<file path="src/hdl/nocFlitPkg.sv">
`default_nettype none

package nocFlitPkg;

  localparam int destWidth = 4;
  localparam int lengthWidth = 12; // Packet length counted in flits
  localparam int payloadWidth = 16;

  typedef enum logic [2:0]
  {
    kindHeader = 3'b001,
    kindBody = 3'b010,
    kindTail = 3'b100
  } flitKind;

  typedef struct packed
  {
    logic [destWidth-1:0] dest;
    logic [lengthWidth-1:0] length;
  } headerFields;

  // A header word carries route and length, every other kind carries raw data
  typedef union packed
  {
    headerFields header;
    logic [payloadWidth-1:0] data;
  } flitPayload;

  typedef struct packed
  {
    flitKind kind;
    flitPayload payload;
  } flit;

  function automatic logic isHeader(flit f);
    return f.kind == kindHeader;
  endfunction

  function automatic logic isTail(flit f);
    return f.kind == kindTail;
  endfunction

  function automatic logic [lengthWidth-1:0] headerLength(flit f);
    return f.payload.header.length;
  endfunction

endpackage

`default_nettype wire

</file>
<file path="src/hdl/nocRouterPkg.sv">
`default_nettype none

package nocRouterPkg;

  localparam int numPorts = 5;

  typedef enum logic [2:0]
  {
    portL = 3'd0,
    portN = 3'd1,
    portE = 3'd2,
    portW = 3'd3,
    portS = 3'd4
  } portIndex;

  // One-hot arbiter states, the granted ones follow the port order
  typedef enum logic [5:0]
  {
    stIdle = 6'b000001,
    stL = 6'b000010,
    stN = 6'b000100,
    stE = 6'b001000,
    stW = 6'b010000,
    stS = 6'b100000
  } arbState;

  typedef struct packed
  {
    nocFlitPkg::flit data;
    portIndex source;
  } outFlit;

  function automatic arbState portToState(portIndex p);
    return arbState'(6'b000010 << p);
  endfunction

  function automatic portIndex stateToPort(arbState s);
    portIndex p;
    p = portL; // Idle maps to Local, the only port it can move to
    for (int i = 0; i < numPorts; i++)
    begin
      if (s[i + 1])
        p = portIndex'(i);
    end
    return p;
  endfunction

endpackage

`default_nettype wire

</file>
<file path="src/hdl/flitFifo.sv">
`default_nettype none

module flitFifo
#(
  parameter int fifoDepth = 8
)
(
  input logic clk,
  input logic rst,
  input logic wrValid,
  input nocFlitPkg::flit wrFlit,
  input logic pop,
  output logic req,
  output nocFlitPkg::flit headFlit,
  output logic overflow
);
  import nocFlitPkg::*;

  localparam int ptrWidth = (fifoDepth > 1) ? $clog2(fifoDepth) : 1;
  localparam int cntWidth = $clog2(fifoDepth + 1);

  flit mem [fifoDepth];
  logic [ptrWidth-1:0] rdPtr;
  logic [ptrWidth-1:0] wrPtr;
  logic [cntWidth-1:0] used;
  logic full;
  logic doWrite;
  logic doPop;

  function automatic logic [ptrWidth-1:0] nextPtr(logic [ptrWidth-1:0] p);
    return (p == ptrWidth'(fifoDepth - 1)) ? '0 : p + 1'b1;
  endfunction

  assign full = (used == cntWidth'(fifoDepth));
  assign req = (used != '0);
  assign doWrite = wrValid && !full; // A full buffer refuses even if a pop frees a slot
  assign doPop = pop && req;
  assign headFlit = mem[rdPtr];

  always_ff @(posedge clk)
  begin
    if (doWrite)
      mem[wrPtr] <= wrFlit;
  end

  always_ff @(posedge clk)
  begin
    if (rst)
    begin
      rdPtr <= '0;
      wrPtr <= '0;
      used <= '0;
      overflow <= 1'b0;
    end
    else
    begin
      if (doWrite)
        wrPtr <= nextPtr(wrPtr);
      if (doPop)
        rdPtr <= nextPtr(rdPtr);
      case ({doWrite, doPop})
        2'b10: used <= used + 1'b1;
        2'b01: used <= used - 1'b1;
        default: used <= used;
      endcase
      if (wrValid && full)
        overflow <= 1'b1; // Sticky until reset
    end
  end

endmodule

`default_nettype wire

</file>
<file path="src/hdl/packetTimer.sv">
`default_nettype none

module packetTimer
(
  input logic clk,
  input logic rst,
  input nocFlitPkg::flit headFlit,
  input logic runTimer,
  output logic timesUp
);
  import nocFlitPkg::*;

  logic [lengthWidth-1:0] limit;
  logic [lengthWidth-1:0] count;

  always_ff @(posedge clk)
  begin
    if (rst)
    begin
      limit <= '0;
      count <= '0;
    end
    else
    begin
      if (isHeader(headFlit))
        limit <= headerLength(headFlit); // Reloaded every cycle a header sits at the head
      if (runTimer)
        count <= count + 1'b1;
      else
        count <= '0;
    end
  end

  // A zero limit expires at once
  assign timesUp = (count == limit);

endmodule

`default_nettype wire

</file>
<file path="src/hdl/switchArbiter.sv">
`default_nettype none

module switchArbiter
(
  input logic clk,
  input logic rst,
  input logic req [nocRouterPkg::numPorts],
  input nocFlitPkg::flit headFlit [nocRouterPkg::numPorts],
  output logic pop [nocRouterPkg::numPorts],
  output nocRouterPkg::portIndex grantPort
);
  import nocFlitPkg::*;
  import nocRouterPkg::*;

  arbState state;
  arbState nextState;
  flit timerFlit [numPorts];
  logic timesUp [numPorts];

  for (genvar i = 0; i < numPorts; i++)
  begin : gTimer
    // An empty buffer shows a stale entry that must not reload the limit
    assign timerFlit[i] = req[i] ? headFlit[i] : '0;

    packetTimer timer
    (
      .clk(clk),
      .rst(rst),
      .headFlit(timerFlit[i]),
      .runTimer(pop[i]), // The timer runs exactly on the popped cycles
      .timesUp(timesUp[i])
    );
  end

  assign grantPort = stateToPort(state);

  always_ff @(posedge clk)
  begin
    if (rst)
      state <= stIdle;
    else
      state <= nextState;
  end

  always_comb
  begin : nextStateLogic
    int cand;
    logic found;
    nextState = stIdle;
    found = 1'b0;
    cand = 0;
    for (int i = 0; i < numPorts; i++)
      pop[i] = 1'b0;

    if (state == stIdle)
    begin
      if (req[portL])
        nextState = stL; // Idle only ever wakes up for Local traffic
    end
    else if ($onehot(state))
    begin
      if (req[grantPort] && !timesUp[grantPort])
      begin
        pop[grantPort] = 1'b1;
        nextState = state;
      end
      else
      begin
        // Search the other ports in rotation order starting after the current one
        for (int k = 1; k < numPorts; k++)
        begin
          cand = (int'(grantPort) + k) % numPorts;
          if (!found && req[cand])
          begin
            nextState = portToState(portIndex'(cand));
            found = 1'b1;
          end
        end
      end
    end
  end

endmodule

`default_nettype wire

</file>
<file path="src/hdl/outputStage.sv">
`default_nettype none

module outputStage
(
  input logic clk,
  input logic rst,
  input nocFlitPkg::flit headFlit [nocRouterPkg::numPorts],
  input nocRouterPkg::portIndex grantPort,
  input logic popAny,
  output logic outValid,
  output nocRouterPkg::outFlit outData
);

  always_ff @(posedge clk)
  begin
    if (rst)
      outValid <= 1'b0;
    else
      outValid <= popAny;
  end

  // The head is still in place during the pop cycle
  always_ff @(posedge clk)
  begin
    if (popAny)
    begin
      outData.data <= headFlit[grantPort];
      outData.source <= grantPort;
    end
  end

endmodule

`default_nettype wire

</file>
<file path="src/hdl/routerOutputPort.sv">
`default_nettype none

module routerOutputPort
#(
  parameter int fifoDepth = 8
)
(
  input logic clk,
  input logic rst,
  input logic inValid [nocRouterPkg::numPorts],
  input nocFlitPkg::flit inFlit [nocRouterPkg::numPorts],
  output logic outValid,
  output nocRouterPkg::outFlit outData,
  output logic overflow [nocRouterPkg::numPorts]
);
  import nocFlitPkg::*;
  import nocRouterPkg::*;

  logic req [numPorts];
  flit headFlit [numPorts];
  logic pop [numPorts];
  portIndex grantPort;
  logic popAny;

  for (genvar i = 0; i < numPorts; i++)
  begin : gBuffer
    flitFifo #(
      .fifoDepth(fifoDepth)
    ) buffer
    (
      .clk(clk),
      .rst(rst),
      .wrValid(inValid[i]),
      .wrFlit(inFlit[i]),
      .pop(pop[i]),
      .req(req[i]),
      .headFlit(headFlit[i]),
      .overflow(overflow[i])
    );
  end

  switchArbiter arbiter
  (
    .clk(clk),
    .rst(rst),
    .req(req),
    .headFlit(headFlit),
    .pop(pop),
    .grantPort(grantPort)
  );

  always_comb
  begin
    popAny = 1'b0;
    for (int i = 0; i < numPorts; i++)
      popAny = popAny | pop[i];
  end

  outputStage outStage
  (
    .clk(clk),
    .rst(rst),
    .headFlit(headFlit),
    .grantPort(grantPort),
    .popAny(popAny),
    .outValid(outValid),
    .outData(outData)
  );

endmodule

`default_nettype wire

</file>
<file path="config.mk">
export PLATFORM = sky130hd
export DESIGN_NAME = routerOutputPort
export DESIGN_NICKNAME = d
export VERILOG_FILES = /design/src/hdl/nocFlitPkg.sv /design/src/hdl/nocRouterPkg.sv /design/src/hdl/flitFifo.sv /design/src/hdl/packetTimer.sv /design/src/hdl/switchArbiter.sv /design/src/hdl/outputStage.sv /design/src/hdl/routerOutputPort.sv
export SDC_FILE = /design/constraint.sdc
export NUM_CORES = 1
export LEC_CHECK = 0
export ABC_AREA = 1
export CORE_UTILIZATION = 40
export DETAILED_ROUTE_END_ITERATION = 8
export DONT_BUFFER_PORTS = 1
export PLACE_DENSITY = 0.61
export SLEW_MARGIN = 0
export SYNTH_ARGS = -nofsm -noshare
export SYNTH_HDL_FRONTEND = slang
export SYNTH_SLANG_ARGS = --single-unit
</file>
<file path="constraint.sdc">
create_clock -name clk -period 8.1 [get_ports clk]
set_input_delay 0.405 -clock clk [delete_from_list [all_inputs] [get_ports clk]]
set_output_delay 0.405 -clock clk [all_outputs]
set_load 0.1 [all_outputs]
</file>
# == Word-level counts from Yosys, hierarchy flattened ==
# Memory sizes are Yosys's and may differ from the RTL's. A register that Yosys moved wholly into a read port is not among the register bits.
# Cells that the tools add are included.
# W data, S select, Z words.
# totals
reg_bits,204
mem_bits_rw,760
input_bits,102
out_inout_bits,28
elab_cells,274
memories,5
# mem_list
name,words,word_bits,rd,rd_clocked_by_memory_dff,wr,line_no,source
gBuffer[0].buffer.mem,8,19,1,1,1,flitFifo.sv:22,flit mem [fifoDepth];
gBuffer[1].buffer.mem,8,19,1,1,1,flitFifo.sv:22,
gBuffer[2].buffer.mem,8,19,1,1,1,flitFifo.sv:22,
gBuffer[3].buffer.mem,8,19,1,1,1,flitFifo.sv:22,
gBuffer[4].buffer.mem,8,19,1,1,1,flitFifo.sv:22,
# op_classes
n_addsub,34
div_mod_pow,4
order_cmp,6
n_eq_ne,38
shifts,4
n_mux,90
bitwise,14
reduce_logical,44
# ops
cell,n
$mux W19,7
$ge A32 B4 Y1 const B,4
$mod A32 B4 Y32 const B,4
$not A32 Y32,4
$mux W3,22
$add A12 B1 Y12 const B,5
$eq A12 B12 Y1,5
$bmux W19 S3,1
$mux W6,7
$pmux W4 S2,5
$mux W1,36
$add A3 B1 Y3 const B,10
$eq A3 B3 Y1 const B,10
$shl A2 B3 Y6 const A,4
$add A4 B1 Y4 const B,5
$eq A4 B4 Y1 const B,5
$logic_and A1 B1 Y1,20
$reduce_bool A4 Y1,5
$sub A4 B1 Y4 const B,5
$bmux W1 S3,6
$eq A3 B1 Y1 const B,6
$mux W5,3
$eq A2 B1 Y1 const B,5
$eq A2 B2 Y1 const B,5
other kinds (17),45

# == Longest topological paths before layout ==
# logic_depth
depth_word,32
mapped_depth,28
depth_no_buf,26

# == Modules after synthesis ==
# From an unflattened synthesis, not the netlist that was laid out.
# unflattened
hier_cells,4122
hier_area_um2,43071.3
# modules_own_cells
module,n_inst,cells_each,area_per_inst_um2,seq_area_each_um2
flitFifo,5,524,6677.7,4844.6
packetTimer,5,169,1191.1,480.5
switchArbiter,1,434,2157.1,120.1
outputStage,1,219,1554.0,680.7
routerOutputPort,1,4,16.3,0.0

# == Least setup slack after synthesis ==
# OpenSTA, ideal clock, no wires.
# synth_path
path_type,reg2reg
start,register arbiter.state[5]
end,register gBuffer[3].buffer.used[3]
setup_time_ns,0.119
arrival_ns,3.917
required_time_ns,7.981
slack_ns,4.063
path_stages_with_launch,26
path_buffers,1
period_less_slack_ns,4.037
cell_sequence,dfxtp_1 inv_2 clkbuf_8 ha_1 inv_1 fa_1 inv_1 ha_1 nor3_1 a21boi_0 nand2_1 a21oi_1 nand2_2 inv_2 nand2_1 nor2_1 ha_1 ha_1 nand2_1 nor2_1 a211oi_1 nor2_1 nor2_1 nand2_1 o21ai_0 a21oi_1
# synth_between
elab_chain_cells,13
elab_cells_between_ends,27
cone_classes,add/sub: 2; order compare: 2; eq/ne: 4; mux: 13; bitwise: 1; reduce/logical: 5
# synth_lines
item,line_no,source
"start, declared",switchArbiter.sv:15,arbState state;
"start signal, assigned",switchArbiter.sv:40,state <= stIdle;
"start signal, assigned",switchArbiter.sv:42,state <= nextState;
branches (longest 9 deep; another with $ge A4 B4 Y1),n/a,
$mux W5 *,switchArbiter.sv:55,if (state == stIdle)
$logic_and A1 B1 Y1 *,flitFifo.sv:37,assign doPop = pop && req;
via gBuffer[3].buffer.doPop,flitFifo.sv:28,logic doPop;
$eq A2 B1 Y1 / $eq A2 B2 Y1 (equally long branches),flitFifo.sv:61,"case ({doWrite, doPop})"
$pmux W4 S2 / $reduce_bool A2 Y1 (equally long branches),n/a,
"end signal, assigned",flitFifo.sv:62,2'b10: used <= used + 1'b1;
"end signal, assigned",flitFifo.sv:63,2'b01: used <= used - 1'b1;
"end signal, assigned",flitFifo.sv:64,default: used <= used;
"end, declared",flitFifo.sv:25,logic [cntWidth-1:0] used;
# Mark *: on every way through the listed nets, which the timed path passes. The select of a mux whose other input is x is not followed.
# A chain may end at the register's enable or synchronous reset.

# == Worst setup path after layout ==
# Same ends and word-level chain as after synthesis.

==> reports/results.tsv <==
metric	value	unit
status	finished clean	
WL final	103.7	mm
# port buffers	0	
Clk pwr share	33.0	%
Crit-path slowest cell	dfxtp_1	
internal power	0.009087	W
Initial Util	40.38	%
max cap viols	0	
layout cell share with drive strength beyond 1	8.206	%
Placed Area	41860	um^2
Largest delay share family, worst path	adder cells	
Avg Vias per Cell	5.350	
worst path arrival time	5700	ps
Final Setup Violations	0	
#FFs+latches synth	979	
first-pass GRT wire length	156.6	mm
sw frac	32.79	%
final hold vios	0	
Avg Cell Area, Syn	11.16	um^2
Resize count post-CTS	0	
Area Growth Syn to Fin	14.12	%
number of buffers created by CTS	100	
Ys Warns	0	
placed cells	4802	
Synth area leader	edfxtp_1	
1st-iter DRT viols	2300	
clk_skew	28.41	ps
crit path time final	5129	ps
die area	102200	um^2
antenna viol nets, final	0	
Remaining DRCs	0	
hpwl dp	64.32	mm
post-synth cell types	55	
initial antenna violation count	4	
non-filler cells, final	5093	
Peak VDD IR	185.5	uV
fmax	195.0	MHz
Startpoint Class	flop	
Post-Route Setup TNS	0	ps
setup bufs post-CTS	0	
Least-Margin Pin Slew	1230	ps
Post-Syn Area	40380	um^2
Die W	319.7	um
Switch Pwr	0.004433	W
Reg power frac	46.9	%
worst rel slew slack	17.77	%
Die Y	319.7	um
Worst-Skew Late Latency	690	ps
synth top area cells	edfxtp_1 (58%), dfxtp_1 (9.8%), nor2_1 (6.5%)	
CP peak stage delay	550	ps
Crit path required time	8670	ps
Post-synth EDFFs	782	
post-synth top area share	58.15	%
CTS tree	yes	
largest net degree at the start of global routing	92	
placer's final routability congestion estimate	0.9058	
CP Class	reg2reg	
RSZ-0062 raised after global routing	false	
CTS H-tree depth	3	
Pre-Repair DR Iteration Count	5	
CTS Hold Bufs	102	
Worst Hold Class	in2reg	
Worst setup EP type	flop	
post-synthesis cell count	3618	
Pins Over Slew Limit	0	
worst path bufs/invs	5	
area of the core	100000	um^2
Final Cell Area	46080	um^2
Synthesized Nets	3785	
Comb pwr share	20.1	%
asr flop ratio synth	0	%
Worst-path clk slew	60	ps
IO Pins	130	
CTS max path bufs	3	
root buffer cell	clkbuf_16	
leak pwr	15.86	nW
period utilization	63.33	%
drt wl/cell	20.36	um
aggregate global-route resource usage	20.05	%
Most used DFF post-synth	edfxtp_1	
via count	27250	
row count	116	
register area share after synthesis	67.92	%
worst-path fanout max	23	
PwrDens	293.4	nW/um^2
vias in the first global route	25750	
clock tree sinks	979	
PnR worst setup slack	2971	ps
nets@finish	3875	
pre-CTS setup slack	3047	ps
Overflow after GRT	0	
-- cell families after synthesis --
group	after synthesis	share of synthesized area, %
buffers and inverters	382	3.780
DFF	979	67.92
adders and majority gates	65	2.144
AOI/OAI and AO/OA	879	12.23
xor gates and xnor gates	52	1.128
and+or+nand+nor	1261	12.80
-- power groups by stage --
| stage | logic (W) | registers, W | clock network, W |
|---|---|---|---|
| finish | 0.00272 | 0.00634 | 0.00446 |
| floorplan | 0.00183 | 0.00633 | 0 |
| CTS | 0.00267 | 0.00633 | 0.00455 |
| global route | 0.00298 | 0.00636 | 0.00475 |
| global placement | 0.00253 | 0.00644 | 0 |
| detailed placement | 0.00257 | 0.00644 | 0 |
-- Yosys cell counts, drive strengths merged, types with 7 or more instances --
master  number
o22ai      132
nand3      101
a21oi      100
inv        195
o21ai      506
o221ai      55
buf         26
xnor2       27
or2         14
nor2       702
a31oi       59
nor3        35
nand4       26
clkbuf     157
nand2      361
dfxtp      197
o211ai       7
fa           7
edfxtp     782
ha          58
xor2        25
nor3b        7
-- layout by cell type (no fill, tap or decap), drive strengths merged, types with 14 or more instances in the layout --
cell,synthesis,routed
edfxtp,782,782
nand3,101,101
buf,26,70
xnor2,27,27
ha,58,58
a31oi,59,59
a21oi,100,100
clkinv,4,43
o21ai,506,506
dlygate4sd3,0,101
dfxtp,197,197
or2,14,14
inv,195,202
nand2,361,361
o221ai,55,55
nor3,35,35
o22ai,132,132
nor2,702,702
clkbuf,157,130
xor2,25,25
nand4,26,26
-- final timing paths --
kind / start / to / slack [ps] / depth (start not counted)
max: arbiter.state[5]$_SDFFE_PP0P_ / gBuffer[3].buffer.used[3]$_SDFFE_PP0P_ / 2970 / 25
min: inValid[3] / gBuffer[1].buffer.wrPtr[2]$_SDFFE_PP0P_ / 70 / 2
max reg2reg: arbiter.state[5]$_SDFFE_PP0P_ / gBuffer[3].buffer.used[3]$_SDFFE_PP0P_ / 2970 / 25
min reg2reg: arbiter.gTimer[3].timer.count[0]$_SDFF_PP0_ / arbiter.gTimer[3].timer.count[0]$_SDFF_PP0_ / 470 / 1
-- area by class of cell --
type                            count  area [um^2]
Timing Repair Buffer              171         1549
Tap cell                         1298         1624
Multi-Input combinational cell   2257        11530
Sequential cell                   979        27430
Inverter                          199        747.0
Clock buffer                      130         2716
Fill cell                        9025        53920
Clock inverter                     54        467.9
Antenna cell                        5        12.51
-- metrics by stage --
step                total power (W)  hold slack (ps)  util, %
floorplan                  0.008162            428.2        -
global placement           0.008972            445.5    41.85
detailed placement         0.009008            454.3    41.85
CTS                         0.01356            32.54    46.07
global route                0.01409            88.99    46.08
finish                      0.01352            71.72    46.08
-- metal layers --
layer / track usage, % / up-vias / part of all wire (%)
li1: - / 13070 / -
met1: 27.36 / 13310 / 44
met2: 32.19 / 744 / 47
met3: 4.192 / 128 / 7.2
met4: 5.865 / 0 / 2.2
met5: 0 / - / 0
-- registers in the layout, summed over array words and instances, names as in the netlist, named ones only --
name,count
arbiter.gTimer.timer.count,60
arbiter.gTimer.timer.limit,60
arbiter.state,6
gBuffer.buffer.mem,760
gBuffer.buffer.overflow,5
gBuffer.buffer.rdPtr,15
gBuffer.buffer.used,20
gBuffer.buffer.wrPtr,15
outStage.outData,22
outStage.outValid,1
No activity file was read; power rests on OpenSTA's default activity.
